--- config.mk ---
export PLATFORM = sky130hd
export DESIGN_NAME = lane_align
export DESIGN_NICKNAME = d
export VERILOG_FILES = /design/src/hw/ramio_pkg.sv /design/src/hw/lane_align.sv
export VERILOG_INCLUDE_DIRS = /design/src /design/src/hw
export SDC_FILE = /design/constraint.sdc
export NUM_CORES = 1
export LEC_CHECK = 0
export ABC_AREA = 1
export BUFFER_PORTS_ARGS = -buffer_cell sky130_fd_sc_hd__buf_2
export CELL_PAD_IN_SITES_DETAIL_PLACEMENT = 0
export CELL_PAD_IN_SITES_GLOBAL_PLACEMENT = 1
export CORE_MARGIN = 1
export CORE_UTILIZATION = 22
export DETAILED_ROUTE_END_ITERATION = 6
export PLACE_DENSITY_LB_ADDON = 0.1
export SLEW_MARGIN = 15
export SYNTH_ARGS = -nofsm -noshare
export SYNTH_HDL_FRONTEND = slang
export SYNTH_SLANG_ARGS = --single-unit
--- constraint.sdc ---
create_clock -name vclk -period 1
set_input_delay 0 -clock vclk [all_inputs]
set_output_delay 0 -clock vclk [all_outputs]
set_load 0.01 [all_outputs]
--- src/hw/ramio_consts.svh ---
//--------------------------------------------------------------------
// address map, RAM depth and UART bit timing for the ramio bridge
// include after `default_nettype in any file that needs a constant
//--------------------------------------------------------------------
`ifndef RAMIO_CONSTS_SVH
`define RAMIO_CONSTS_SVH

// I/O window at the very top of the address space
// four LEDs in the low nibble, 0 lights a LED
`define RAMIO_ADDR_LED 32'hffff_fffc
// reads the byte being sent, all ones when idle
`define RAMIO_ADDR_UART_OUT 32'hffff_fff8
// reads the last received byte, all ones when empty
`define RAMIO_ADDR_UART_IN 32'hffff_fff4

// word index width of the on-chip RAM, 256 words
`define RAMIO_RAM_ADDR_BITS 8

// clock cycles per UART bit
// kept small so a frame is only 80 cycles in simulation
`define RAMIO_CLKS_PER_BIT 8

`endif
--- src/hw/ramio_pkg.sv ---
//--------------------------------------------------------------------
// shared types of the ramio bridge: data widths, access size and
// the request structs passed between the processor, lane alignment
// and the word RAM
//--------------------------------------------------------------------
`default_nettype none

`include "ramio_consts.svh"

package ramio_pkg;

  typedef logic [31:0] addr_t;
  typedef logic [31:0] word_t;
  typedef logic [7:0] byte_t;
  // one enable per byte lane
  typedef logic [3:0] byte_en_t;
  typedef logic [`RAMIO_RAM_ADDR_BITS-1:0] ram_index_t;

  // size_none means no access of that kind
  typedef enum logic [1:0] {
    size_none,
    size_byte,
    size_half,
    size_word
  } access_size_e;

  // sign set means sign extend a byte or half word load
  typedef struct packed {
    logic         sign;
    access_size_e size;
  } load_kind_t;

  // processor request, held until data_out_ready
  typedef struct packed {
    load_kind_t   load;
    access_size_e store;
    addr_t        addr;
    word_t        data;
  } mem_req_t;

  // word access toward the RAM, wen all zero for a read
  typedef struct packed {
    logic       en;
    ram_index_t index;
    byte_en_t   wen;
    word_t      wdata;
  } ram_req_t;

endpackage

`default_nettype wire

--- src/hw/lane_align.sv ---
//--------------------------------------------------------------------
// address decode and byte lane alignment of a processor request
// steers stores into RAM lanes or I/O strobes, and extracts and
// extends load data; purely combinational
//--------------------------------------------------------------------
`default_nettype none

`include "ramio_consts.svh"

module lane_align (
  input  wire                    enable,
  input  wire ramio_pkg::mem_req_t req,
  output ramio_pkg::ram_req_t    ram,
  input  wire ramio_pkg::word_t  rdata,
  input  wire                    rready,
  output logic                   led_we,
  output logic                   tx_we,
  output logic                   rx_re,
  output ramio_pkg::byte_t       wbyte,
  input  wire [3:0]              led_value,
  input  wire ramio_pkg::word_t  tx_word,
  input  wire ramio_pkg::word_t  rx_word,
  output ramio_pkg::word_t       data_out,
  output logic                   data_out_ready
);

  logic             is_led;
  logic             is_tx;
  logic             is_rx;
  logic             is_io;
  logic             is_load;
  logic             is_store;
  logic             ram_sel;
  ramio_pkg::byte_t lane_byte;
  logic [15:0]      lane_half;

  //--------------------------------------------------------------------
  // address decode, the only one in the design
  //--------------------------------------------------------------------
  assign is_led   = req.addr == `RAMIO_ADDR_LED;
  assign is_tx    = req.addr == `RAMIO_ADDR_UART_OUT;
  assign is_rx    = req.addr == `RAMIO_ADDR_UART_IN;
  assign is_io    = is_led | is_tx | is_rx;
  assign is_load  = req.load.size != ramio_pkg::size_none;
  assign is_store = req.store != ramio_pkg::size_none;
  // anything outside the three I/O words is RAM
  assign ram_sel  = enable && !is_io && (is_load || is_store);

  // I/O strobes, any store size takes the low byte
  assign wbyte  = req.data[7:0];
  // skip the LED write when the nibble would not change
  assign led_we = enable && is_led && is_store && (wbyte[3:0] != led_value);
  assign tx_we  = enable && is_tx && is_store;
  // reading the receive mailbox empties it
  assign rx_re  = enable && is_rx && is_load;

  //--------------------------------------------------------------------
  // store lanes
  //--------------------------------------------------------------------
  always_comb begin
    ram       = '0;
    ram.en    = ram_sel;
    // word index from the bits above the byte offset
    ram.index = req.addr[`RAMIO_RAM_ADDR_BITS+1:2];
    if (ram_sel) begin
      case (req.store)
        ramio_pkg::size_byte: begin
          // data on every lane, the enable picks one
          ram.wen   = 4'b0001 << req.addr[1:0];
          ram.wdata = {4{req.data[7:0]}};
        end
        ramio_pkg::size_half: begin
          // misaligned half leaves wen at zero
          if (!req.addr[0]) begin
            ram.wen = req.addr[1] ? 4'b1100 : 4'b0011;
          end
          ram.wdata = {2{req.data[15:0]}};
        end
        ramio_pkg::size_word: begin
          ram.wen   = 4'b1111;
          ram.wdata = req.data;
        end
        default: ;
      endcase
    end
  end

  //--------------------------------------------------------------------
  // load extraction
  //--------------------------------------------------------------------
  assign lane_byte = rdata[{req.addr[1:0], 3'b000} +: 8];
  assign lane_half = rdata[{req.addr[1], 4'b0000} +: 16];

  always_comb begin
    data_out = '0;
    if (enable && is_load) begin
      if (is_tx) begin
        data_out = tx_word;
      end else if (is_rx) begin
        data_out = rx_word;
      end else if (!is_led) begin
        case (req.load.size)
          ramio_pkg::size_byte: begin
            data_out = {{24{req.load.sign & lane_byte[7]}}, lane_byte};
          end
          ramio_pkg::size_half: begin
            // misaligned half reads as zero
            if (!req.addr[0]) begin
              data_out = {{16{req.load.sign & lane_half[15]}}, lane_half};
            end
          end
          ramio_pkg::size_word: data_out = rdata;
          default: ;
        endcase
      end
    end
  end

  // I/O answers at once, RAM after its registered read
  assign data_out_ready = enable && (is_io || rready);

endmodule

`default_nettype wire

Yosys cells after proc, flatten, opt, wreduce, memory -nomap -nowiden
Index checks and enable logic that the tools add are counted.
- equality and inequality tests: 10
- shift-type cells: 3
- multiplexer cells: 10
- bitwise operators: 4
- reduce and logical (&&, ||, !) cells: 16
- operators by type and width (cell ; count):
    2-to-1 mux 32 bit ; 5
    case mux 36 bit (3 select lines) ; 1
    equality test 32 bit (second input constant) ; 3
    case mux 32 bit (3 select lines) ; 1
    2-to-1 mux 36 bit ; 1
    variable part select 32 x 6 -> 16 bit ; 1
    variable part select 32 x 6 -> 8 bit ; 1
    logical AND 1 bit ; 11
    equality test 2 bit (second input constant) ; 4
    2-to-1 mux 4 bit ; 2
    equality test 2 x 1 -> 1 bit (second input constant) ; 2
    inequality test 4 bit ; 1
    nonzero test 2 bit ; 2
    left shift 1 x 2 -> 4 bit (first input constant) ; 1
    bitwise AND 1 bit ; 2
    logical OR 1 bit ; 2
    OR 1 bit ; 2
    zero test 1 bit ; 1
- bits in registers: 0
- input bits: 171

Depth between registers and ports, before layout
- word-level depth: 8
- mapped depth: 12
- depth with buffers taken out: 9

Least setup slack after synthesis
Ideal clock, no wire load.
- path type: in2out
- start point: in req[33] (netlist bit)
- end point: out ram[44] (netlist bit)
- arrival time: 1.124 ns
- required time: 1.000 ns
- slack: -0.124 ns
- cell stages on the path: 12
- cell sequence: buf_2 > nor2_4 > buf_6 > nand3b_2 > nor2_2 > nand2_2 > nand2_2 > nor2_4 > nand2_4 > buf_4 > inv_1 > buf_4
- cells in the longest elaborated chain, start to end: 6
- elaborated cells between the ends (all ways): 8
- classes of those cells: eq/ne: 3; bitwise: 2; reduce/logical: 3
- RTL lines (item ; line ; text):
    start, declared ; lane_align.sv:12 ; input wire ramio_pkg::mem_req_t req,
    equality test 32 bit (no line) ; - ;
    OR 1 bit ; lane_align.sv:43 ; assign is_io = is_led | is_tx | is_rx;
    OR 1 bit (*) ; lane_align.sv:43 ;
    zero test 1 bit (*) ; lane_align.sv:47 ; assign ram_sel = enable && !is_io && (is_load || is_store);
    logical AND 1 bit (*) (2 in series) ; lane_align.sv:47 ;
    end, declared ; lane_align.sv:13 ; output ramio_pkg::ram_req_t ram,
Every way passes the cells marked *; elsewhere a longest branch is shown, timed or not.

Final worst setup path
- start point: in req[33] (netlist bit)
- end point: out data_out[10]
- cells in the longest elaborated chain, start to end: 7
- elaborated cells between the ends (all ways): 12
- classes of those cells: eq/ne: 3; shift: 2; mux: 6; bitwise: 1
- RTL lines (item ; line ; text):
    variable part select 32 x 6 -> 16 bit or variable part select 32 x 6 -> 8 bit (tied branches) ; lane_align.sv:92, lane_align.sv:91 ;
    2-to-1 mux 32 bit or bitwise AND 1 bit (tied branches) ; lane_align.sv:108, lane_align.sv:104 ;
    case mux 32 bit (3 select lines) ; lane_align.sv:102 ; case (req.load.size)
    2-to-1 mux 32 bit ; lane_align.sv:101 ; end else if (!is_led) begin
    2-to-1 mux 32 bit ; lane_align.sv:99 ; end else if (is_rx) begin
    2-to-1 mux 32 bit (*) ; lane_align.sv:97 ; if (is_tx) begin
    2-to-1 mux 32 bit (*) ; lane_align.sv:96 ; if (enable && is_load) begin
    end, declared ; lane_align.sv:23 ; output ramio_pkg::word_t data_out,
Marked as above.

==> impl_metrics.csv <==
group,metric,value,unit
drt,avgRoutedWirePerCell,14.32,µm
critical_path,setup_crit_end_kind,"output pin",
synthesis,postSynthAreaPerCell,4.630,µm²
floorplanning,dieArea,15330,µm²
floorplanning,initial_core_utilization,0.2255,
floorplanning,floorplan.core_area,14480,µm²
synthesis,dominant_combinational_cell_family_by_area_after_synthesis,"simple AND/OR/NAND/NOR gates",
synthesis,yosys-mux-area-fraction,0,
placed_design,dpl_worst_slack,-0.4375,ns
floorplanning,row_count,44,
placed_design,dp_hpwl,13190,µm
final_layout,drive_gt1_frac,0.4910,
min_path,min_path_type,"in -> out",
sta,tightest_slew,0.2834,ns
grt,grt_first_pass_wirelength,24540,µm
critical_path,worst_ep_arrival,1.44,ns
synthesis,synthSimpleGateAreaFrac,0.5623,
sta,setup_failing_eps_final,73,
synthesis,yosys.area_share.xor_xnor,0.01073,
final_layout,n_antenna_cell,0,
synthesis,synthesis.yosys.warnings,0,
drt,drt-total-wl,17010,µm
synthesis,synth_area_in_compound_gates,0.1809,
power_and_ir_drop,overall_power_consumption,2.119,mW
power_and_ir_drop,leak_pwr,3.492,nW
critical_path,critical_path_class,"in -> out",
grt,gr-total-overflow,0,
status,violations,"negative setup slack",
grt,grt_start_max_net_pins,65,
critical_path,cp.buffers_inverters,5,
grt,first_global_vias,4822,
power_and_ir_drop,peakVddDrop,112.6,µV
floorplanning,die-height,123.8,µm
synthesis,area_share_of_fa_ha_maj_cells_after_synthesis,0,
placed_design,place_congestion,0.8891,
sta,report.final.slew_viol_count,0,
floorplanning,dieWidth,123.8,µm
critical_path,critical_path.max_fanout,8,
placed_design,place_inst,1164,
sta,tns,-26.48,ns
synthesis,yosys.cell_types.count,29,
grt,antenna_found_initial,0,
sta,min_period,1.437,ns
sta,hold_violations,0,
synthesis,synth.net_count,876,
critical_path,startpoint_type,"input port",
final_layout,postLayoutCellArea,6002,µm²
power_and_ir_drop,power-per-cell-area,353.0,nW/µm²
clock_tree,cts_hold_repair.buffers,0,
sta,grt_setup_unrepaired,"yes",
sta,fin_ws,-0.4374,ns
critical_path,critical-path-top-delay-family,"simple AND/OR/NAND/NOR gates",
drt,postRouteAntennaNets,0,
final_layout,fin_cells,1188,
grt,grt.total_usage,0.2019,
final_layout,nets,1177,
final_layout,fillerInstances,1651,
critical_path,cpPeakStageDelay,0.21,ns
critical_path,worst_path_cell_chain,"buf_8, nor2_4, nand3_2, nor2_4, buf_6, buf_12, nand3_2, nand2_1, inv_1, a21oi_2, buf_2",
drt,detail_route.vias_per_cell,4.582,
drt,drc_errors_left,0,
critical_path,critPathRequiredTime,1.00,ns
synthesis,ys_seq_area_frac,0,
critical_path,crit_path_top_delay_cell,"sky130_fd_sc_hd__nor2_4",
status,outcome,"finished, violations left",
flow_run,timing.max_cap.violations,0,
sta,max-slew-margin-rel,0.8109,
final_layout,sequential_cell_area,0,µm²
final_layout,post-route-util,0.4145,
sta,fin_hold_ws,0.1842,ns
floorplanning,ios,260,
synthesis,synth_area,3264,µm²
sta,post_route_fraction_of_the_period_consumed_by_the_critical_path,1.437,
final_layout,clock_buffer_count,0,
drt,dr.pass1.iters,5,
placed_design,placed_cell_area,5228,µm²
sta,timing.fmax,695.7,MHz
final_layout,area_growth_syn_to_layout,83.86,%
placed_design,number_of_i_o_port_buffers,260,
synthesis,synthCells,705,
drt,drtIter0Drc,273,
final_layout,nFlopsAndLatches,0,
drt,via_count_of_the_routed_design,5443,
## synth_stat cells, types with 2 or more instances
cell type	instances	share of area
sky130_fd_sc_hd__buf_6	8	0.028
sky130_fd_sc_hd__buf_2	20	0.031
sky130_fd_sc_hd__inv_1	105	0.12
sky130_fd_sc_hd__inv_2	3	0.0034
sky130_fd_sc_hd__o21ai_1	12	0.018
sky130_fd_sc_hd__o21ai_0	50	0.077
sky130_fd_sc_hd__nor2_1	63	0.072
sky130_fd_sc_hd__buf_1	3	0.0034
sky130_fd_sc_hd__nand2_1	241	0.28
sky130_fd_sc_hd__a21oi_1	30	0.046
sky130_fd_sc_hd__nand2_2	2	0.0038
sky130_fd_sc_hd__nand3_2	2	0.0061
sky130_fd_sc_hd__a221oi_1	3	0.0081
sky130_fd_sc_hd__xor2_1	3	0.0081
sky130_fd_sc_hd__nand3_1	95	0.15
sky130_fd_sc_hd__nand4_1	7	0.013
sky130_fd_sc_hd__a21oi_2	11	0.030
sky130_fd_sc_hd__clkbuf_1	9	0.010
sky130_fd_sc_hd__buf_4	21	0.048
sky130_fd_sc_hd__nor2_2	3	0.0057
sky130_fd_sc_hd__nor2_4	6	0.021
## report_power, final
group / leakage, nW / total, mW / internal [mW] / switching, mW
clock network: 0 / 0 / 0 / 0
logic: 3.49 / 2.12 / 0.979 / 1.14
registers: 0 / 0 / 0 / 0
total: 3.49 / 2.12 / 0.979 / 1.14
## area by class of cell
class,instances,area (µm²),share of cell area
multi-input cells,536,2897,0.4826
well taps,184,230.2,0.03836
inverters,109,416.7,0.06942
repair buffers,359,2459,0.4096
## layer usage
layer  GRT usage  vias up  wire length (µm)
met5           0        -                 0
met4    0.005271        0                44
met3     0.02701        6              1231
met2      0.3417      216              7829
met1      0.2841     2428              7902
li1            -     2793                 -
## logic make-up after synthesis
logic type,after synthesis
XOR/XNOR,4
buffers and inverters,170
AND/OR/NAND/NOR,424
AO/OA/AOI/OAI,107
## final timing paths
| path | from | endpoint | slack, ns | cells after the start |
|---|---|---|---|---|
| hold / removal | req[40] | ram[42] | 0.18 | 2 |
| setup / recovery | req[33] | data_out[10] | -0.44 | 11 |
## layout by cell type, fill, tap and decap left out
cell type                     n
sky130_fd_sc_hd__nand3b_4     1
sky130_fd_sc_hd__xnor2_1      1
sky130_fd_sc_hd__buf_2      251
sky130_fd_sc_hd__inv_2       11
sky130_fd_sc_hd__nand4_1      7
sky130_fd_sc_hd__nor2_4       9
sky130_fd_sc_hd__a221oi_1     3
sky130_fd_sc_hd__a21oi_2     34
sky130_fd_sc_hd__nor2_1      50
sky130_fd_sc_hd__nand2_4      5
sky130_fd_sc_hd__nand3_1     63
sky130_fd_sc_hd__bufbuf_16    1
sky130_fd_sc_hd__o21ai_2      3
sky130_fd_sc_hd__buf_8        3
sky130_fd_sc_hd__buf_6       17
sky130_fd_sc_hd__buf_16       3
sky130_fd_sc_hd__clkinv_4     1
sky130_fd_sc_hd__a211oi_2     1
sky130_fd_sc_hd__o21ai_1     19
sky130_fd_sc_hd__inv_4        1
sky130_fd_sc_hd__nand2_2     19
sky130_fd_sc_hd__nor2_2      13
sky130_fd_sc_hd__nand3b_1     1
sky130_fd_sc_hd__nand3_2     31
sky130_fd_sc_hd__nand3_4      3
sky130_fd_sc_hd__buf_12      12
sky130_fd_sc_hd__a21oi_1      7
sky130_fd_sc_hd__o21ai_0     40
sky130_fd_sc_hd__nor3_1       1
sky130_fd_sc_hd__nand4_4      2
sky130_fd_sc_hd__buf_4       68
sky130_fd_sc_hd__clkbuf_16    4
sky130_fd_sc_hd__inv_1       96
sky130_fd_sc_hd__nand2_1    220
sky130_fd_sc_hd__xor2_1       3
## repair_timing
action,in CTS,in global routing
cloned,5,5
gates resized for setup,51,60
pin swaps,14,24
setup buffers,11,5
setup endpoints to repair,73,73
Power figures use the tool's default switching activity.
