==> config.mk <==
export PLATFORM = sky130hd
export DESIGN_NAME = io_regs
export DESIGN_NICKNAME = d
export VERILOG_FILES = /design/src/hw/ramio_pkg.sv /design/src/hw/io_regs.sv
export VERILOG_INCLUDE_DIRS = /design/src /design/src/hw
export SDC_FILE = /design/constraint.sdc
export NUM_CORES = 1
export LEC_CHECK = 0
export BUFFER_PORTS_ARGS = -buffer_cell sky130_fd_sc_hd__buf_4
export CORE_ASPECT_RATIO = 0.9
export CORE_MARGIN = 1.5
export CORE_UTILIZATION = 35
export CTS_CLUSTER_SIZE = 20
export DETAILED_ROUTE_END_ITERATION = 10
export PLACE_DENSITY = 0.72
export SLEW_MARGIN = 10
export SYNTH_ARGS = -nofsm -noshare
export SYNTH_HDL_FRONTEND = slang
export SYNTH_SLANG_ARGS = --single-unit
==> constraint.sdc <==
create_clock -name clk -period 1.2 [get_ports clk]
set_input_delay 0.24 -clock clk [delete_from_list [all_inputs] [get_ports clk]]
set_output_delay 0.24 -clock clk [all_outputs]
set_load 0.005 [all_outputs]
==> src/hw/ramio_consts.svh <==
//--------------------------------------------------------------------
// address map, RAM depth and UART bit timing for the ramio bridge
// include after `default_nettype in any file that needs a constant
//--------------------------------------------------------------------
`ifndef RAMIO_CONSTS_SVH
`define RAMIO_CONSTS_SVH

// I/O window at the very top of the address space
// four LEDs in the low nibble, 0 lights a LED
`define RAMIO_ADDR_LED 32'hffff_fffc
// reads the byte being sent, all ones when idle
`define RAMIO_ADDR_UART_OUT 32'hffff_fff8
// reads the last received byte, all ones when empty
`define RAMIO_ADDR_UART_IN 32'hffff_fff4

// word index width of the on-chip RAM, 256 words
`define RAMIO_RAM_ADDR_BITS 8

// clock cycles per UART bit
// kept small so a frame is only 80 cycles in simulation
`define RAMIO_CLKS_PER_BIT 8

`endif
==> src/hw/ramio_pkg.sv <==
//--------------------------------------------------------------------
// shared types of the ramio bridge: data widths, access size and
// the request structs passed between the processor, lane alignment
// and the word RAM
//--------------------------------------------------------------------
`default_nettype none

`include "ramio_consts.svh"

package ramio_pkg;

  typedef logic [31:0] addr_t;
  typedef logic [31:0] word_t;
  typedef logic [7:0] byte_t;
  // one enable per byte lane
  typedef logic [3:0] byte_en_t;
  typedef logic [`RAMIO_RAM_ADDR_BITS-1:0] ram_index_t;

  // size_none means no access of that kind
  typedef enum logic [1:0] {
    size_none,
    size_byte,
    size_half,
    size_word
  } access_size_e;

  // sign set means sign extend a byte or half word load
  typedef struct packed {
    logic         sign;
    access_size_e size;
  } load_kind_t;

  // processor request, held until data_out_ready
  typedef struct packed {
    load_kind_t   load;
    access_size_e store;
    addr_t        addr;
    word_t        data;
  } mem_req_t;

  // word access toward the RAM, wen all zero for a read
  typedef struct packed {
    logic       en;
    ram_index_t index;
    byte_en_t   wen;
    word_t      wdata;
  } ram_req_t;

endpackage

`default_nettype wire

==> src/hw/io_regs.sv <==
//--------------------------------------------------------------------
// LED register and the UART transmit and receive mailboxes
// runs the go/bsy handshake toward uart_tx and the go/data_ready
// acknowledge toward uart_rx
//--------------------------------------------------------------------
`default_nettype none

module io_regs (
  input  wire                   clk,
  input  wire                   rst_n,
  input  wire                   led_we,
  input  wire                   tx_we,
  input  wire                   rx_re,
  input  wire ramio_pkg::byte_t wbyte,
  output logic [3:0]            led,
  output logic [3:0]            led_value,
  output ramio_pkg::word_t      tx_word,
  output ramio_pkg::word_t      rx_word,
  output logic                  tx_go,
  output ramio_pkg::byte_t      tx_byte,
  input  wire                   tx_bsy,
  output logic                  rx_go,
  input  wire ramio_pkg::byte_t rx_data,
  input  wire                   rx_ready
);

  // set in the cycle after tx_go rises
  // uart_tx has not raised bsy yet then
  logic tx_wait;

  assign led_value = led;
  assign tx_byte   = tx_word[7:0];

  always_ff @(posedge clk) begin
    if (!rst_n) begin
      // LEDs are active low, all off
      led     <= 4'b1111;
      tx_word <= '1;
      tx_go   <= 1'b0;
      tx_wait <= 1'b0;
      rx_word <= '1;
      rx_go   <= 1'b1;
    end else begin
      tx_wait <= 1'b0;

      //----------------------------------------------------------------
      // receive mailbox
      //----------------------------------------------------------------
      // a read empties the mailbox, it wins over a new byte
      if (rx_re) begin
        rx_word <= '1;
      end else if (rx_go && rx_ready) begin
        // overwrites an unread byte
        rx_word <= {24'h000000, rx_data};
        rx_go   <= 1'b0;
      end

      // go is low for one cycle only, which acknowledges data_ready
      if (!rx_go) begin
        rx_go <= 1'b1;
      end

      //----------------------------------------------------------------
      // transmit mailbox
      //----------------------------------------------------------------
      // frame done: drop go and show idle again
      if (tx_go && !tx_bsy && !tx_wait) begin
        tx_go   <= 1'b0;
        tx_word <= '1;
      end

      // a new byte starts a frame
      // while busy it only changes the shown byte
      if (tx_we) begin
        tx_word <= {24'h000000, wbyte};
        tx_go   <= 1'b1;
        tx_wait <= 1'b1;
      end

      // LEDs take the low nibble
      if (led_we) begin
        led <= wbyte[3:0];
      end
    end
  end

endmodule

`default_nettype wire

======== After elaboration in Yosys (flattened, before gate mapping) ========
Cells that the tools add are included.
storage, ports and cells
  word-level logic and storage cells ...... 22
  ROM bits ................................ 0
  latch bits .............................. 0
  memories ................................ 0
  bits in writable memories ............... 0
  bits in registers ....................... 71
operators by class
  reduce and logical (&&, ||, !) cells .... 8
  add/sub/neg operators ................... 0
  divide/modulo/power cells ............... 0
  magnitude comparators ................... 0
  equal/unequal tests ..................... 0
  mux-type cells .......................... 6
  multipliers ............................. 0
  shift-type cells ........................ 0
  bitwise logic cells ..................... 2
operator list
  cell               number
  $mux 32            2
  $mux 1             4
  $logic_and 1x1->1  3
  $reduce_or 3->1    1
  $logic_not 1->1    2
  $not 1->1          2
  $reduce_bool 2->1  1
  $reduce_or 2->1    1

======== Longest topological paths before layout ========
Gate-level depths: netlist of run 1.
  depth after elaboration ................. 5
  gate-level depth with buffers ........... 4
  gate-level depth less buffers ........... 2

======== Worst setup path before layout of run 1 ========
OpenSTA, ideal clock, no wires.
  kind .................................... flip-flop to output port
  start point ............................. register, netlist name tx_word[30]
  end point ............................... output tx_word[10]
  buffers on the path ..................... 1
  arrival ................................. 901 ps
  path slack .............................. 59 ps
  stages on the path, launching flop included .. 2
  required time ........................... 960 ps
  path through ............................ dfxtp_1 > buf_4
RTL lines
  element        RTL line       source
  end, declared  io_regs.sv:17  output ramio_pkg::word_t tx_word,

======== Final worst setup path of run 1 ========
  start point ............................. register tx_word[30]
  end point ............................... output tx_word[30]
RTL lines
  element                 RTL line       source
  start signal, assigned  io_regs.sv:75  tx_word <= {24'h000000, wbyte};
No word-level cell between the ends.

==> run metrics, run 1 <==
status complete, no violations; leakage power 0.000926 µW; syn_nets 180; Crit Reg-Reg Startpoint tx_go; clock-pin slew on the worst setup and hold paths 0.08 ns; Place WS -0.00694 ns; core footprint 0.00376 mm²; clk_skew 0.000573 ns; first-pass GRT wire length 4190 µm; Die X 69.2 µm; routed len/inst 10.6 µm; Tot GR Track Use 11.5%; GPL Wtd Cong 0.683; startpoint types register; worst setup path category register to output port; RSZ-0062 raised after global routing false; Period Utilization, post-route 95.8%; mapped cell area 0.00138 mm²; Distinct cells, synth 20; FP Rows 21; CTS tree done; worst slew pin tran 0.346 ns; # H-tree levels 1; fin. max-slew vios 0; drc violations 0; Data arrival, critical path 0.91 ns; initial drt markers 14; hold_ws 0.173 ns; Sum Neg Setup Slack 0 ns; Slew HR 76.9%; Final Hold Fails 0; ANT nets after route 0; CTS buffer count 3; highest clock rate 0.869 GHz; Final Critical Period 1.15 ns; power density over the cells 1010 mW/mm²; hold path start rst_n; root buffer cell clkbuf_8; synthesized instance count 157; port bufs 104; Crit. End Element output port; first-pass detailed-route iteration total 4; Reg2Reg Depth 2; Synth warnings 0; HP Class input port to register; Req. time, crit path 0.96 ns; gr ovfl total 0; initial antenna violation count 0; HPWL Detailed 2000 µm; Clock Path Buffers 2; worst vdd ir 0.000472 V; Synth Register Bits 25; Layout Nets 228; setup ws final 0.0499 ns; chip height 62.5 µm; mean area per synthesized cell 8.78 µm²; layout cells sized above 1 56.9%; Hold Crit Depth 2; total number of vias 1073; Post-CTS Hold Buffers 0; clk_lat worst skew 0.26 ns; # Post-CTS Setup Buffers 0; register area share after synthesis 36.3%; num ports 105; R2R setup slack 0.13 ns; Syn-to-layout area delta 34.2%; Starting Density 36.7%; worst r2r dst tx_word[2]; # diodes 0; clk sinks 25; WHS Endpoint led[1]; number of global-route vias before repair 915; Total Wirelength 2640 µm; die area 0.00433 mm²; post-layout util 49.3%; mean number of vias per cell 4.29; setup violators final 0; largest net degree at the start of global routing 26; crit path max fanout 25; Max Cap Viol 0
==> worst max-delay path, cell delays in order (launching register included) <==
cell     delay (ns)
dfxtp_1        0.35
buf_8          0.17
buf_4          0.13
==> what timing repair did <==
action,in CTS,in global routing
hold endpoints to repair,0,0
endpoints found under the setup margin,48,53
gates resized for setup,2,6
==> flip-flops by register name (all words and copies together) (netlist names) <==
name,flops
led,4
rx_word,9
tx_wait,1
rx_go,1
tx_word,9
tx_go,1
==> kinds of logic (layout without fill, tap and decap cells) <==
kind of cell | count (synthesis) | after routing | synth area share (%)
DFF | 25 | 25 | 36.3
muxes | 4 | 4 | 2.90
AOI/OAI and AO/OA | 28 | 28 | 13.2
buffers and inverters | 75 | 122 | 37.1
and+or+nand+nor | 25 | 25 | 10.5
==> layer usage <==
layer | GRT usage (%) | share of wire (%) | wire length, µm
met5 | 0 | 0 | 0
met4 | 3.68 | 0 | 0
met3 | 4.03 | 12 | 314
met2 | 18.1 | 44 | 1160
met1 | 14.7 | 44 | 1160
==> synthesized netlist by cell type <==
master | n | area [µm²]
clkbuf_1 | 3 | 11.3
o21ai_0 | 8 | 40.0
nand3_1 | 1 | 5.00
mux2i_1 | 4 | 40.0
buf_4 | 58 | 435
a31oi_1 | 1 | 6.26
o21a_1 | 2 | 15.0
buf_6 | 1 | 11.3
and3b_1 | 8 | 70.1
inv_1 | 9 | 33.8
nand2_1 | 5 | 18.8
a21oi_1 | 8 | 40.0
dfxtp_1 | 25 | 500
nor2b_1 | 1 | 6.26
a32oi_1 | 8 | 70.1
or3b_1 | 1 | 8.76
a21bo_2 | 1 | 10.0
nor2_1 | 8 | 30.0
buf_2 | 4 | 20.0
and2_1 | 1 | 6.26
==> cells in the final DEF (no fill, tap or decap) <==
cell type  Yosys  final
o21a_1         2      2
dfxtp_1       25     24
a21oi_1        8      8
buf_8          0      1
a21bo_2        1      1
mux2i_1        4      4
nor2_1         8      8
clkbuf_8       0      3
inv_1          9      9
clkinv_2       0      1
a32oi_1        8      8
buf_4         58    106
or3b_4         0      1
buf_12         0      1
buf_6          1      1
and3b_1        8      8
and2_1         1      1
o21ai_0        8      8
dfxtp_2        0      1
a31oi_1        1      1
nand3_1        1      1
nor2b_1        1      1
nand2_1        5      5
==> layout make-up <==
type                            count  area [µm²]
Clock buffer                        3        41.3
Clock inverter                      1        5.00
Fill cell                         373        1910
Inverter                            9        33.8
Multi-Input combinational cell     57         369
Sequential cell                    25         502
Tap cell                           46        57.6
Timing Repair Buffer              109         842
==> power breakdown <==
| group | total [µW] | switching, µW | leakage [µW] | internal (µW) |
|---|---|---|---|---|
| logic | 481 | 176 | 0.000694 | 305 |
| clock network | 482 | 251 | 0.0000255 | 232 |
| registers | 903 | 30.5 | 0.000206 | 872 |
==> stage by stage <==
stage | cell area, µm² | cells | total power (µW)
2_1_floorplan | 1380 | 157 | 1240
3_3_place_gp | 1780 | 246 | 1390
3_5_place_dp | 1780 | 246 | 1400
4_1_cts | 1830 | 250 | 1890
5_1_grt | 1850 | 250 | 1970
6_report | 1850 | 250 | 1870
==> worst max path at each step <==
stage,cells after the start,startpoint,slack [ns],to
after floorplan,1,tx_word[30],0.06,tx_word[10]
after global placement,3,tx_bsy,0.02,tx_word[2]
after detailed placement,3,tx_bsy,-0.007,tx_word[3]
after CTS,2,rx_word[30],0.002,rx_word[22]
after global routing,2,tx_word[30],0.002,tx_word[23]
final,2,tx_word[30],0.05,tx_word[30]
Power figures use the tool's default switching activity.
==> run 2, diff against run 1 <==
--- a/config.mk
+++ b/config.mk
@@ -7,13 +7,13 @@
 export NUM_CORES = 1
 export LEC_CHECK = 0
 export BUFFER_PORTS_ARGS = -buffer_cell sky130_fd_sc_hd__buf_4
-export CORE_ASPECT_RATIO = 0.9
+export CORE_ASPECT_RATIO = 0.5
 export CORE_MARGIN = 1.5
 export CORE_UTILIZATION = 35
 export CTS_CLUSTER_SIZE = 20
 export DETAILED_ROUTE_END_ITERATION = 10
 export PLACE_DENSITY = 0.72
-export SLEW_MARGIN = 10
+export SLEW_MARGIN = 30
 export SYNTH_ARGS = -nofsm -noshare
 export SYNTH_HDL_FRONTEND = slang
 export SYNTH_SLANG_ARGS = --single-unit
==> run 2 against run 1 <==
  * Flip-flop and latch count did not move
  * Sequential power barely moved
  * Clock skew is essentially flat
  * Power shrank 0.40%
  * Clock power fell by 2%
  * Global-route usage down 0.53 points
  * Non-clock buffer count is 1 lower
  * Sequential share of layout area is 0.10 points lower
  * Cell area up 0.14%
  * Final cell count grew 1.6%
  * Maximum frequency rose by 0.31%
  * Worst setup slack improved by 0.0035 ns
==> run metrics, run 2 (same netlist as run 1, synthesis figures left out) <==
drc violations 0; most common cell after layout, fill and taps aside buf_4; worst vdd ir 0.000553 V; fin. max-slew vios 0; worst slew pin tran 0.318 ns; ANT nets after route 0; highest clock rate 0.872 GHz; Buf/Inv on CP 2; Period Utilization, post-route 95.5%; Final Hold Fails 0; crit-path leading delay family flip-flops; Max stage delay on crit path 0.36 ns; post-layout util 51.4%; total number of vias 1062; first-pass GRT wire length 3790 µm; status complete, no violations; root buffer cell clkbuf_8; die area 0.00435 mm²; routed len/inst 10.6 µm; # Post-CTS Setup Buffers 0; GPL Wtd Cong 0.666; layout cells sized above 1 56.2%; hold_ws 0.206 ns; Req. time, crit path 0.96 ns; Sequential cell area 500 µm²; Max Cap Viol 0; Die X 91.8 µm; Fillers 351; Total Power 1860 µW; Clock Path Buffers 2; Final Critical Period 1.15 ns; Place WS -0.00148 ns; Total Wirelength 2690 µm; Crit. End Element output port; Syn-to-layout area delta 34.4%; setup violators final 0; Largest regs rx_word x9, tx_word x9, led x4; power density over the cells 1000 mW/mm²; Tot GR Track Use 11.0%; Sum Neg Setup Slack 0 ns; RSZ-0062 raised after global routing false; CTS tree done; chip height 47.4 µm; startpoint types register; leakage power 0.000924 µW; number of global-route vias before repair 872; Slew HR 78.8%; worst setup path category register to output port; initial drt markers 23; most frequent cells in the layout buf_4, dfxtp_1, inv_1; clk_lat worst skew 0.26 ns; clk sinks 25; Layout Nets 227; Post-CTS Hold Buffers 0; cells along the critical path buf_12 -> buf_4; num ports 105; FP Rows 15; port bufs 104; setup ws final 0.0534 ns; area of the multi-input gates 369 µm²; clock-pin slew on the worst setup and hold paths 0.08 ns; CTS buffer count 3; largest net degree at the start of global routing 26; Critical-path top delay cell dfxtp_1; Starting Density 38.3%; first-pass detailed-route iteration total 3; # diodes 0; gr ovfl total 0; HPWL Detailed 2110 µm; crit path max fanout 25; clk_skew 0.000651 ns; core footprint 0.00360 mm²; initial antenna violation count 0; # H-tree levels 1; mean number of vias per cell 4.18; HP Class input port to register; Data arrival, critical path 0.91 ns
==> run 2: cell count changes in the layout (fill, tap and decap cells not counted), sizes merged <==
cell	before	now
buf	109	108
==> run 2: power breakdown <==
| part | internal [µW] | switching, µW |
|---|---|---|
| Sequential | 872 | 29.1 |
| Combinational | 307 | 179 |
| Clock | 231 | 241 |
| Total | 1410 | 449 |
==> run 2: layout make-up <==
type                    instances  share of cell area (%)
repair buffers                108                    45.3
flip-flops and latches         25                    27.0
multi-input cells              57                    19.9
well taps                      51                    3.44
clock buffers                   3                    2.23
inverters                       9                    1.82
clock inverters                 1                   0.270
==> run 2: tightest hold or removal path: stages <==
cell	delay, ns
buf_4	0.08
mux2i_1	0.06
nand2_1	0.06
==> run 2: repair_timing <==
item / CTS / global route
endpoints found under the setup margin: 48 / 58
cloned: 0 / 0
gates resized for setup: 2 / 6
==> run 2: routing by layer <==
metal  vias to the layer above  global-route usage (%)  share of wire [%]
met3                         4                    2.27                4.8
met2                        33                    21.8                 55
met1                       475                    12.1                 39
li1                        550                       -                  -
met5                         -                       0                  0
met4                         0                    4.62                1.1
==> run 2: path summary, 6_finish.rpt <==
kind	startpoint	endpoint	slack (ns)	cells after the start
hold reg to reg	led[3]	led[3]	0.52	2
hold / removal	wbyte[1]	led[1]	0.21	3
setup reg to reg	tx_go	tx_word[1]	0.13	2
setup / recovery	rx_word[30]	rx_word[19]	0.05	2
==> run 2: stage by stage <==
step / area [µm²] / std cells
final: 1850 / 254
after global placement: 1780 / 250
after global routing: 1850 / 254
after floorplan: 1380 / 157
after detailed placement: 1780 / 250
after CTS: 1830 / 254
