[config.mk]
export PLATFORM = sky130hd
export DESIGN_NAME = uart_tx
export DESIGN_NICKNAME = d
export VERILOG_FILES = /design/src/hw/uart_tx.sv
export VERILOG_INCLUDE_DIRS = /design/src /design/src/hw
export SDC_FILE = /design/constraint.sdc
export NUM_CORES = 1
export LEC_CHECK = 0
export BUFFER_PORTS_ARGS = -buffer_cell sky130_fd_sc_hd__buf_4
export CORE_MARGIN = 2
export CORE_UTILIZATION = 48
export CTS_CLUSTER_DIAMETER = 200
export CTS_CLUSTER_SIZE = 10
export DETAILED_ROUTE_END_ITERATION = 10
export HOLD_SLACK_MARGIN = 0.08
export PLACE_DENSITY_LB_ADDON = 0.1
export SETUP_SLACK_MARGIN = 0.1
export SLEW_MARGIN = 10
export SYNTH_ARGS = -nofsm -noshare
export SYNTH_HDL_FRONTEND = slang
export SYNTH_SLANG_ARGS = --single-unit
[constraint.sdc]
create_clock -name clk -period 1.54 [get_ports clk]
set_input_delay 0.385 -clock clk [delete_from_list [all_inputs] [get_ports clk]]
set_output_delay 0.385 -clock clk [all_outputs]
set_load 0.1 [all_outputs]
[src/hw/ramio_consts.svh]
//--------------------------------------------------------------------
// address map, RAM depth and UART bit timing for the ramio bridge
// include after `default_nettype in any file that needs a constant
//--------------------------------------------------------------------
`ifndef RAMIO_CONSTS_SVH
`define RAMIO_CONSTS_SVH

// I/O window at the very top of the address space
// four LEDs in the low nibble, 0 lights a LED
`define RAMIO_ADDR_LED 32'hffff_fffc
// reads the byte being sent, all ones when idle
`define RAMIO_ADDR_UART_OUT 32'hffff_fff8
// reads the last received byte, all ones when empty
`define RAMIO_ADDR_UART_IN 32'hffff_fff4

// word index width of the on-chip RAM, 256 words
`define RAMIO_RAM_ADDR_BITS 8

// clock cycles per UART bit
// kept small so a frame is only 80 cycles in simulation
`define RAMIO_CLKS_PER_BIT 8

`endif
[src/hw/uart_tx.sv]
//--------------------------------------------------------------------
// 8N1 serial transmitter
// raise go with data, bsy is high for the ten bits of the frame,
// then drop go to acknowledge and return to idle
//--------------------------------------------------------------------
`default_nettype none

`include "ramio_consts.svh"

module uart_tx (
  input  wire       clk,
  input  wire       rst_n,
  input  wire       go,
  input  wire [7:0] data,
  output logic      bsy,
  output logic      tx
);

  localparam int unsigned CNT_W = $clog2(`RAMIO_CLKS_PER_BIT);
  localparam logic [CNT_W-1:0] LAST = CNT_W'(`RAMIO_CLKS_PER_BIT - 1);

  typedef enum logic [1:0] {
    st_idle,
    st_start,
    st_data,
    st_stop
  } state_e;

  state_e           state;
  // cycle within the current bit period
  logic [CNT_W-1:0] cnt;
  logic [2:0]       bit_idx;
  // frame byte, lsb on the line
  logic [7:0]       shift;

  // line level from the state, high when idle
  always_comb begin
    case (state)
      st_start: tx = 1'b0;
      st_data:  tx = shift[0];
      default:  tx = 1'b1;
    endcase
  end

  always_ff @(posedge clk) begin
    if (!rst_n) begin
      state   <= st_idle;
      bsy     <= 1'b0;
      cnt     <= '0;
      bit_idx <= '0;
    end else begin
      cnt <= (cnt == LAST) ? '0 : cnt + 1'b1;
      case (state)
        st_idle: begin
          cnt <= '0;
          // start bit goes out in the next cycle
          if (go) begin
            state <= st_start;
            bsy   <= 1'b1;
          end
        end
        st_start: begin
          if (cnt == LAST) begin
            state   <= st_data;
            bit_idx <= '0;
          end
        end
        st_data: begin
          if (cnt == LAST) begin
            bit_idx <= bit_idx + 1'b1;
            if (bit_idx == 3'd7) begin
              state <= st_stop;
            end
          end
        end
        st_stop: begin
          // bsy drops at the end of the stop bit, then wait for go low
          if (bsy && cnt == LAST) begin
            bsy <= 1'b0;
          end else if (!bsy && !go) begin
            state <= st_idle;
          end
        end
        default: state <= st_idle;
      endcase
    end
  end

  // byte is taken at go, later changes of data do not reach the line
  always_ff @(posedge clk) begin
    if (state == st_idle && go) begin
      shift <= data;
    end else if (state == st_data && cnt == LAST) begin
      shift <= shift >> 1;
    end
  end

endmodule

`default_nettype wire

; ---- After elaboration in Yosys (flattened, before gate mapping)
; Cells that the tools add are included.
[totals]
regBits = 17
in_bits = 11
out_inout_bits = 2
word_cells = 50
[classes]
addsub = 2
eq_ne = 12
n_mux = 16
n_bitwise = 1
reduce_logical = 14
[op_table]
columns = cell, n
row1 = $mux 8, 2
row2 = $ne 2x2->1 const B, 7
row3 = $mux 2, 6
row4 = $pmux 2 s4, 1
row5 = $add 3x1->3 const B, 2
row6 = $eq 3x3->1 const B, 2
row7 = $mux 3, 2
row8 = $pmux 3 s2, 1
row9 = $reduce_and 3->1, 2
row10 = $reduce_and 6->1, 1
row11 = $reduce_bool 2->1, 3
row12 = $eq 2x2->1 const B, 2
row13 = $logic_and 1x1->1, 4
row14 = $pmux 1 s2, 2
row15 = $reduce_or 3->1, 1
row16 = $eq 2x1->1 const B, 1
row17 = $logic_not 1->1, 2
row18 = $logic_not 2->1, 1
row19 = $mux 1, 2
row20 = $not 1->1, 1

; ---- Logic depth before layout (Yosys ltp)
; Gate-level depths: netlist (run 1).
[depth]
ltp_word = 5
depth_mapped = 5
depth_no_buf = 5

; ---- Least setup slack after synthesis (run 1)
; OpenSTA, ideal clock, no wires.
[synth_timing]
path_type = register to output
startpoint = register state[0]
endpoint = output port tx
t_arrival_ns = 2.275
required_ns = 1.155
path_slack_ns = -1.120
path_stages_with_launch = 4
n_path_buf = 0
path_cell_list = dfxtp_1 -> inv_1 -> ha_1 -> mux2i_1
[synth_via]
elab_chain_cells = 2
elab_cells_between_ends = 3
cone_classes = 2 x eq/ne / 1 x mux
[synth_rtl]
columns = item, line_no
row1 = "start, declared", uart_tx.sv:29  ; state_e state;
row2 = "start signal, assigned", uart_tx.sv:47  ; state <= st_idle;
row3 = "start signal, assigned", uart_tx.sv:58  ; state <= st_start;
row4 = "start signal, assigned", uart_tx.sv:64  ; state <= st_data;
row5 = $eq 2x2->1 / $eq 2x1->1 (equally long branches), uart_tx.sv:38  ; case (state)
row6 = $pmux 1 s2 (*), uart_tx.sv:38
row7 = "end, declared", uart_tx.sv:16  ; output logic tx
; Every way passes the cells marked *; elsewhere a longest branch is shown, timed or not.

; ---- Worst setup path in the final report (run 1)
; Ends and elaborated chain as after synthesis.

==> results of run 1 <==
worst max-delay path, stage by stage, from the launching register on:
cell and delay [ns]:
dfxtp_4 0.39, inv_4 0.06, ha_4 0.14, mux2i_4 0.24, buf_12 0.19
path summary, 6_finish.rpt:
| check | startpoint | end | slack [ns] | cells past startpoint |
|---|---|---|---|---|
| hold / removal | rst_n | bit_idx[2] | 0.37 | 2 |
| setup reg to reg | state[0] | state[1] | -0.05 | 6 |
| hold reg to reg | cnt[0] | cnt[0] | 0.43 | 1 |
| setup / recovery | state[0] | tx | -0.16 | 4 |
stage by stage:
stage               utilization (%)  instance area [um^2]  total power, mW  worst slack [ns]
global route                  72.07                  1217            2.269           -0.2097
finish                        72.07                  1217            2.169           -0.1642
detailed placement            62.22                  1051            1.580           0.03112
CTS                           67.56                  1141            1.961           -0.1833
floorplan                         -                 897.1            1.350           -0.1014
global placement              62.22                  1051            1.568           0.03857
layer usage:
metal | track usage (%) | vias up | routed length (um)
li1 | - | 293 | -
met1 | 19.65 | 282 | 746
met2 | 21.67 | 12 | 698
met3 | 4.762 | 4 | 66
met4 | 8.571 | 0 | 19
met5 | 0 | - | 0
flip-flops by register name, indices dropped and copies added, names as in the netlist:
name and flops:
cnt 3, bit_idx 3, state 2, bsy 1
shift 8
logic make-up after synthesis:
family          synth area share (%)
compound gates                 11.69
fa+ha+maj                      13.31
buf+inv                        1.775
flops                          49.70
mux                            12.87
simple gates                   10.65
what timing repair did:
action | CTS | global route
pin swaps | 3 | 2
setup buffers | 2 | 3
endpoints found under the setup margin | 18 | 23
resized for setup | 8 | 15
cell type report:
| class | count | area [um^2] |
|---|---|---|
| multi-input combinational | 47 | 538.0 |
| fill | 118 | 471.7 |
| sequential | 17 | 426.7 |
| timing repair buffer | 20 | 187.7 |
| clock buffer | 4 | 26.28 |
| tap | 17 | 21.27 |
| inverter | 4 | 17.52 |
cell usage in the layout (no fill, tap or decap):
cell / instances
a2111oi_4: 1
a21boi_0: 2
a21boi_2: 1
a21oi_1: 1
a32oi_1: 2
and2_1: 2
and3_1: 1
buf_12: 3
buf_4: 17
clkbuf_1: 1
clkbuf_4: 3
dfxtp_1: 6
dfxtp_2: 2
dfxtp_4: 1
edfxtp_1: 8
ha_1: 4
ha_2: 1
ha_4: 4
inv_1: 1
inv_2: 2
inv_4: 1
mux2_4: 7
mux2i_1: 2
mux2i_4: 1
nand2_1: 5
nand2_4: 1
nand2_8: 1
nor2b_1: 3
nor2b_4: 1
nor3b_2: 1
o21a_1: 1
o21ai_0: 2
o21ai_1: 1
or2_2: 2
power breakdown:
part | internal [mW] | leakage [nW] | switching (mW)
logic | 0.656 | 0.348 | 0.561
registers | 0.637 | 0.151 | 0.0742
clock network | 0.101 | 0.0150 | 0.139
total | 1.39 | 0.515 | 0.774
==> out/results.txt, run 1 <==
Clock Tree Root - clkbuf_4
Layout area overhead - 43.94%
Post-synthesis cell type count - 20
Reg clk slew, reported paths - 0.10 ns
Vias post-DR - 591
DR vias/cell - 5.422
Yosys top cell area share - 28.40%
Max Cap Violations - 0
Vias in the first global route - 499
Clock buffer depth - 2
Global-route wire length before repair - 2139 um
Port bufs - 12
Post-route clock period utilization - 110.7%
Number of antenna diodes - 0
First-pass DRT Iterations - 4
Worst-Margin Slew - 0.3262 ns
Largest cells by area after synthesis - edfxtp_1 (28%), dfxtp_1 (21%), ha_1 (13%)
Hold-fix buffers, CTS - 0
Async set or reset register ratio after synthesis - 0%
Post-synthesis register bit count - 17
Layout Nets - 113
DRT iter0 DRCs - 15
Grt total ovfl - 0
Commonest register cell after synthesis - dfxtp_1
H-tree levels - 1
Clock Latency Late Sink - 0.29 ns
Status - finished, violations left
Post-synthesis instance total - 68
Starting Density - 50.07%
Clock skew - 0.01036 ns
Final Hold Slack - 0.3731 ns
Final Hold Viols - 0
Post-synthesis average cell area - 12.44 um^2
Detailed Place HPWL - 1000 um
Max Freq - 586.8 MHz
Final setup TNS - -0.2828 ns
YS warnings - 0
Post-placement cell count - 101
Share of cells above drive strength 1 - 54.35%
Crit. End Element - primary output
Max IR drop VDD - 0.001109 V
Sequential-to-total area share from yosys stat - 49.70%
Post-route DRC - 0
Mapped Nets - 88
Post-route insts no fill - 109
Worst endpoint required time - 1.15 ns
Post-synth EDFFs - 8
Routed WL - 1530 um
GRT Overall Usage - 15.03%
Pwr Density - 1781 nW/um^2
Rel. slew slack - 78.25%
Failing checks - setup timing
Worst path arrival time - 1.32 ns
WL per Instance - 14.04 um
Leakage - 0.5148 nW
Final setup margin - -0.1642 ns
Row cnt - 15
Final min period - 1.704 ns
# IOs - 13
Die area - 2114 um^2
Core area - 1689 um^2
CTS sink count - 17
Fin. max-slew vios - 0
Largest area contributor in the netlist - edfxtp_1
CP Max Fanout - 4
Chip width - 45.98 um
Num CTS Buffers - 3
Hold WC Path Type - in -> reg
ANT nets after route - 0
Unrepaired setup endpoints after global routing - true
Die span in y - 45.98 um
GPL Wtd Cong - 0.7137
Synth Cell Area - 845.8 um^2
Startpoint types - flop
CTS tree - done
Initial antenna violation count - 0
Synth top cells by count - dfxtp_1 (9), ha_1 (9), edfxtp_1 (8)
Largest net degree at the start of global routing - 10
Crit Path Category - reg -> out
Final Setup Violations - 8
No activity file was read; power rests on OpenSTA's default activity.
==> inputs of run 2 (changes only) <==
--- a/config.mk
+++ b/config.mk
@@ -6,6 +6,7 @@
 export SDC_FILE = /design/constraint.sdc
 export NUM_CORES = 1
 export LEC_CHECK = 0
+export ABC_AREA = 1
 export BUFFER_PORTS_ARGS = -buffer_cell sky130_fd_sc_hd__buf_4
 export CORE_MARGIN = 2
 export CORE_UTILIZATION = 48
==> run 2 against run 1 <==
Net effect: clock power down 4%; via count up 13%; clock-buffer cell count unchanged; largest power group unchanged; sequential power up 3%; critical path depth unchanged; worst setup slack better by 0.077 ns; synthesized area up 3.1%; combinational power down 8%; hold slack worse by 0.037 ns; sequential share of layout area up 3.5 points; critical path type unchanged; final cell count up 35%; the flow still finishes with violations (setup timing); total power down 4.2%.
==> out/results.txt, run 2 <==
Status - finished, violations left
Failing checks - setup timing
Final setup TNS - -0.08683 ns (+0.1960 ns)
Vias in the first global route - 645 (+29%)
Max Cap Violations - 0 (unchanged)
Final Hold Slack - 0.3359 ns (-0.03717 ns)
Post-synthesis register bit count - 17 (unchanged)
Clock skew - 0.004532 ns (-0.005832 ns)
Reg clk slew, reported paths - 0.09 ns (about the same)
Num CTS Buffers - 3 (unchanged)
Max incr delay on CP - 0.40 ns (about the same)
Layout area overhead - 27.69%
Max reg flops - 8 (unchanged)
Largest area contributor in the netlist - edfxtp_1
Die span in y - 46.63 um (+1.4%)
Core Util, Final - 64.49% (-7.6 points)
Global-route wire length before repair - 2449 um (+14%)
CP max-delay cell - dfxtp_4
YS warnings - 0 (unchanged)
DR vias/cell - 4.544 (-16%)
WL per Instance - 10.04 um (-28%)
Number of antenna diodes - 0 (unchanged)
Biggest register - shift
Worst endpoint required time - 1.15 ns (about the same)
Max IR drop VDD - 0.001198 V (+8.0%)
Share of cells above drive strength 1 - 31.97% (-22 points)
Hold WC Path Type - in -> reg
Post-route insts no fill - 147 (+35%)
Port bufs - 12 (unchanged)
Placed instance area - 1047 um^2 (-0.36%)
Routed WL - 1476 um (-3.5%)
CP Depth - 4 (unchanged)
Cells along the critical path - inv_4, ha_4, o21ai_4, buf_12
Post-route clock period utilization - 105.6% (-5.0 points)
Final Setup Violations - 1 (-7)
Unrepaired setup endpoints after global routing - true
Post-synthesis average cell area - 8.550 um^2 (-31%)
Core area - 1727 um^2 (+2.2%)
DRT iter0 DRCs - 4 (-11)
Post-placement cell count - 141 (+40%)
Vias post-DR - 668 (+13%)
Max Freq - 614.7 MHz (+4.8%)
Reg-to-reg startpoint - cnt[0]
Worst-Margin Slew - 0.2978 ns (-0.02845 ns)
Final Hold Viols - 0 (unchanged)
Commonest non-fill, non-tap cells in the layout - nand2_1 (34), buf_4 (16), nor2_1 (11)
Total power draw - 2.078 mW (-4.2%)
Hold-fix buffers, CTS - 0 (unchanged)
Async set or reset register ratio after synthesis - 0% (unchanged)
Startpoint types - flop
Largest registers - shift (8), bit_idx (3), cnt (3)
Grt total ovfl - 0 (unchanged)
Reg2Reg Depth - 5 (-1)
Yosys top cell area share - 27.55% (-0.86 points)
CTS sink count - 17 (unchanged)
H-tree levels - 1 (unchanged)
Clock Latency Late Sink - 0.29 ns (about the same)
Leakage - 0.5300 nW (+2.9%)
Crit path from - state[0]
# IOs - 13 (unchanged)
Clock Tree Root - clkbuf_4
Most instantiated library cell after synthesis - nand2_1
Commonest non-fill, non-tap cell in the layout - nand2_1
CP delay by family, top - flip-flops
Fin area - 1114 um^2 (-8.5%)
Pwr Density - 1866 nW/um^2 (+4.8%)
Post-synthesis cell type count - 16 (-20%)
Initial antenna violation count - 0 (unchanged)
Detailed Place HPWL - 1147 um (+15%)
GPL Wtd Cong - 0.8630 (+21%)
Worst path bufs/invs - 2 (unchanged)
Fin. max-slew vios - 0 (unchanged)
Starting Density - 50.51% (+0.43 points)
CP Max Fanout - 4 (unchanged)
Chip width - 46.63 um (+1.4%)
Mapped Nets - 122 (+39%)
CTS tree - done
Post-synthesis instance total - 102 (+50%)
Crit Path Category - reg -> out
Post-route DRC - 0 (unchanged)
Largest cells by area after synthesis - edfxtp_1 (28%), dfxtp_1 (21%), nand2_1 (15%)
Die area - 2174 um^2 (+2.8%)
CP Capture Point - tx
Synth top cells by count - nand2_1 (35), inv_1 (12), nor2_1 (11)
Largest net degree at the start of global routing - 10 (unchanged)
Synth Cell Area - 872.1 um^2 (+3.1%)
Crit. End Element - primary output
R2r setup slk - 0.19 ns (+0.24 ns)
R2r endpoint - shift[2]
Row cnt - 15 (unchanged)
Final min period - 1.627 ns (-0.07740 ns)
Worst slack, placed - 0.07735 ns (+0.04623 ns)
Clock buffer depth - 2 (unchanged)
GRT Overall Usage - 16.76% (+1.7 points)
Worst path arrival time - 1.24 ns (-0.08 ns)
Rel. slew slack - 79.94% (+1.7 points)
Final setup margin - -0.08683 ns (+0.07740 ns)
First-pass DRT Iterations - 3 (-1)
Post-synth EDFFs - 8 (unchanged)
Sequential-to-total area share from yosys stat - 48.21% (-1.5 points)
Layout Nets - 143 (+27%)
Commonest register cell after synthesis - dfxtp_1
ANT nets after route - 0 (unchanged)
-- run 2: cell types whose count changed in the layout (fill, tap and decap cells not counted), sizes merged, moves of 4 or more --
cell   previous run  this run
mux2              7         0
nor2b             4         0
nor2              0        12
nand2             7        38
inv               4        14
-- run 2: final cells by class --
class	count	area (um^2)
fill	163	613.1
multi-input combinational	70	431.7
sequential	17	429.2
timing repair buffer	17	140.1
inverter	14	55.05
tap	25	31.28
clock buffer	4	26.28
-- run 2: worst min-delay path by stage --
stage,start,to,depth (start not counted),slack (ns)
floorplan,cnt[0],cnt[0],1,0.40
CTS,rst_n,state[1],3,0.33
global placement,cnt[0],cnt[0],1,0.41
finish,rst_n,state[1],3,0.34
detailed placement,cnt[0],cnt[0],1,0.43
global route,rst_n,state[1],3,0.34
-- run 2: logic make-up (layout without fill, tap and decap cells) --
logic type / Yosys count / after routing / synth area share (%)
buf+inv: 15 / 35 / 7.317
flops: 17 / 17 / 48.21
fa+ha+maj: 9 / 9 / 12.91
compound gates: 9 / 9 / 6.887
simple gates: 52 / 52 / 24.68
-- run 2: worst min-delay path, cell delays in order --
cell     delay (ns)
buf_4          0.12
nand2_1        0.06
nor2_1         0.03
-- run 2: layer usage --
layer	GRT usage, %	vias to the layer above	routed length (um)
li1	-	364	-
met1	15.83	288	604
met2	29.17	11	781
met3	7.059	5	58
met4	11.11	0	31
met5	0	-	0
-- run 2: repair_timing --
action	4_1_cts	5_1_grt
buffers inserted	2	0
gates resized for setup	6	3
setup endpoints to repair	1	18
pin swaps	2	1
-- run 2: report_power, final --
| part | total (mW) | switching, mW | internal [mW] |
|---|---|---|---|
| Combinational | 1.12 | 0.668 | 0.448 |
| Clock | 0.231 | 0.131 | 0.101 |
| Sequential | 0.730 | 0.0814 | 0.648 |
| Total | 2.08 | 0.880 | 1.20 |
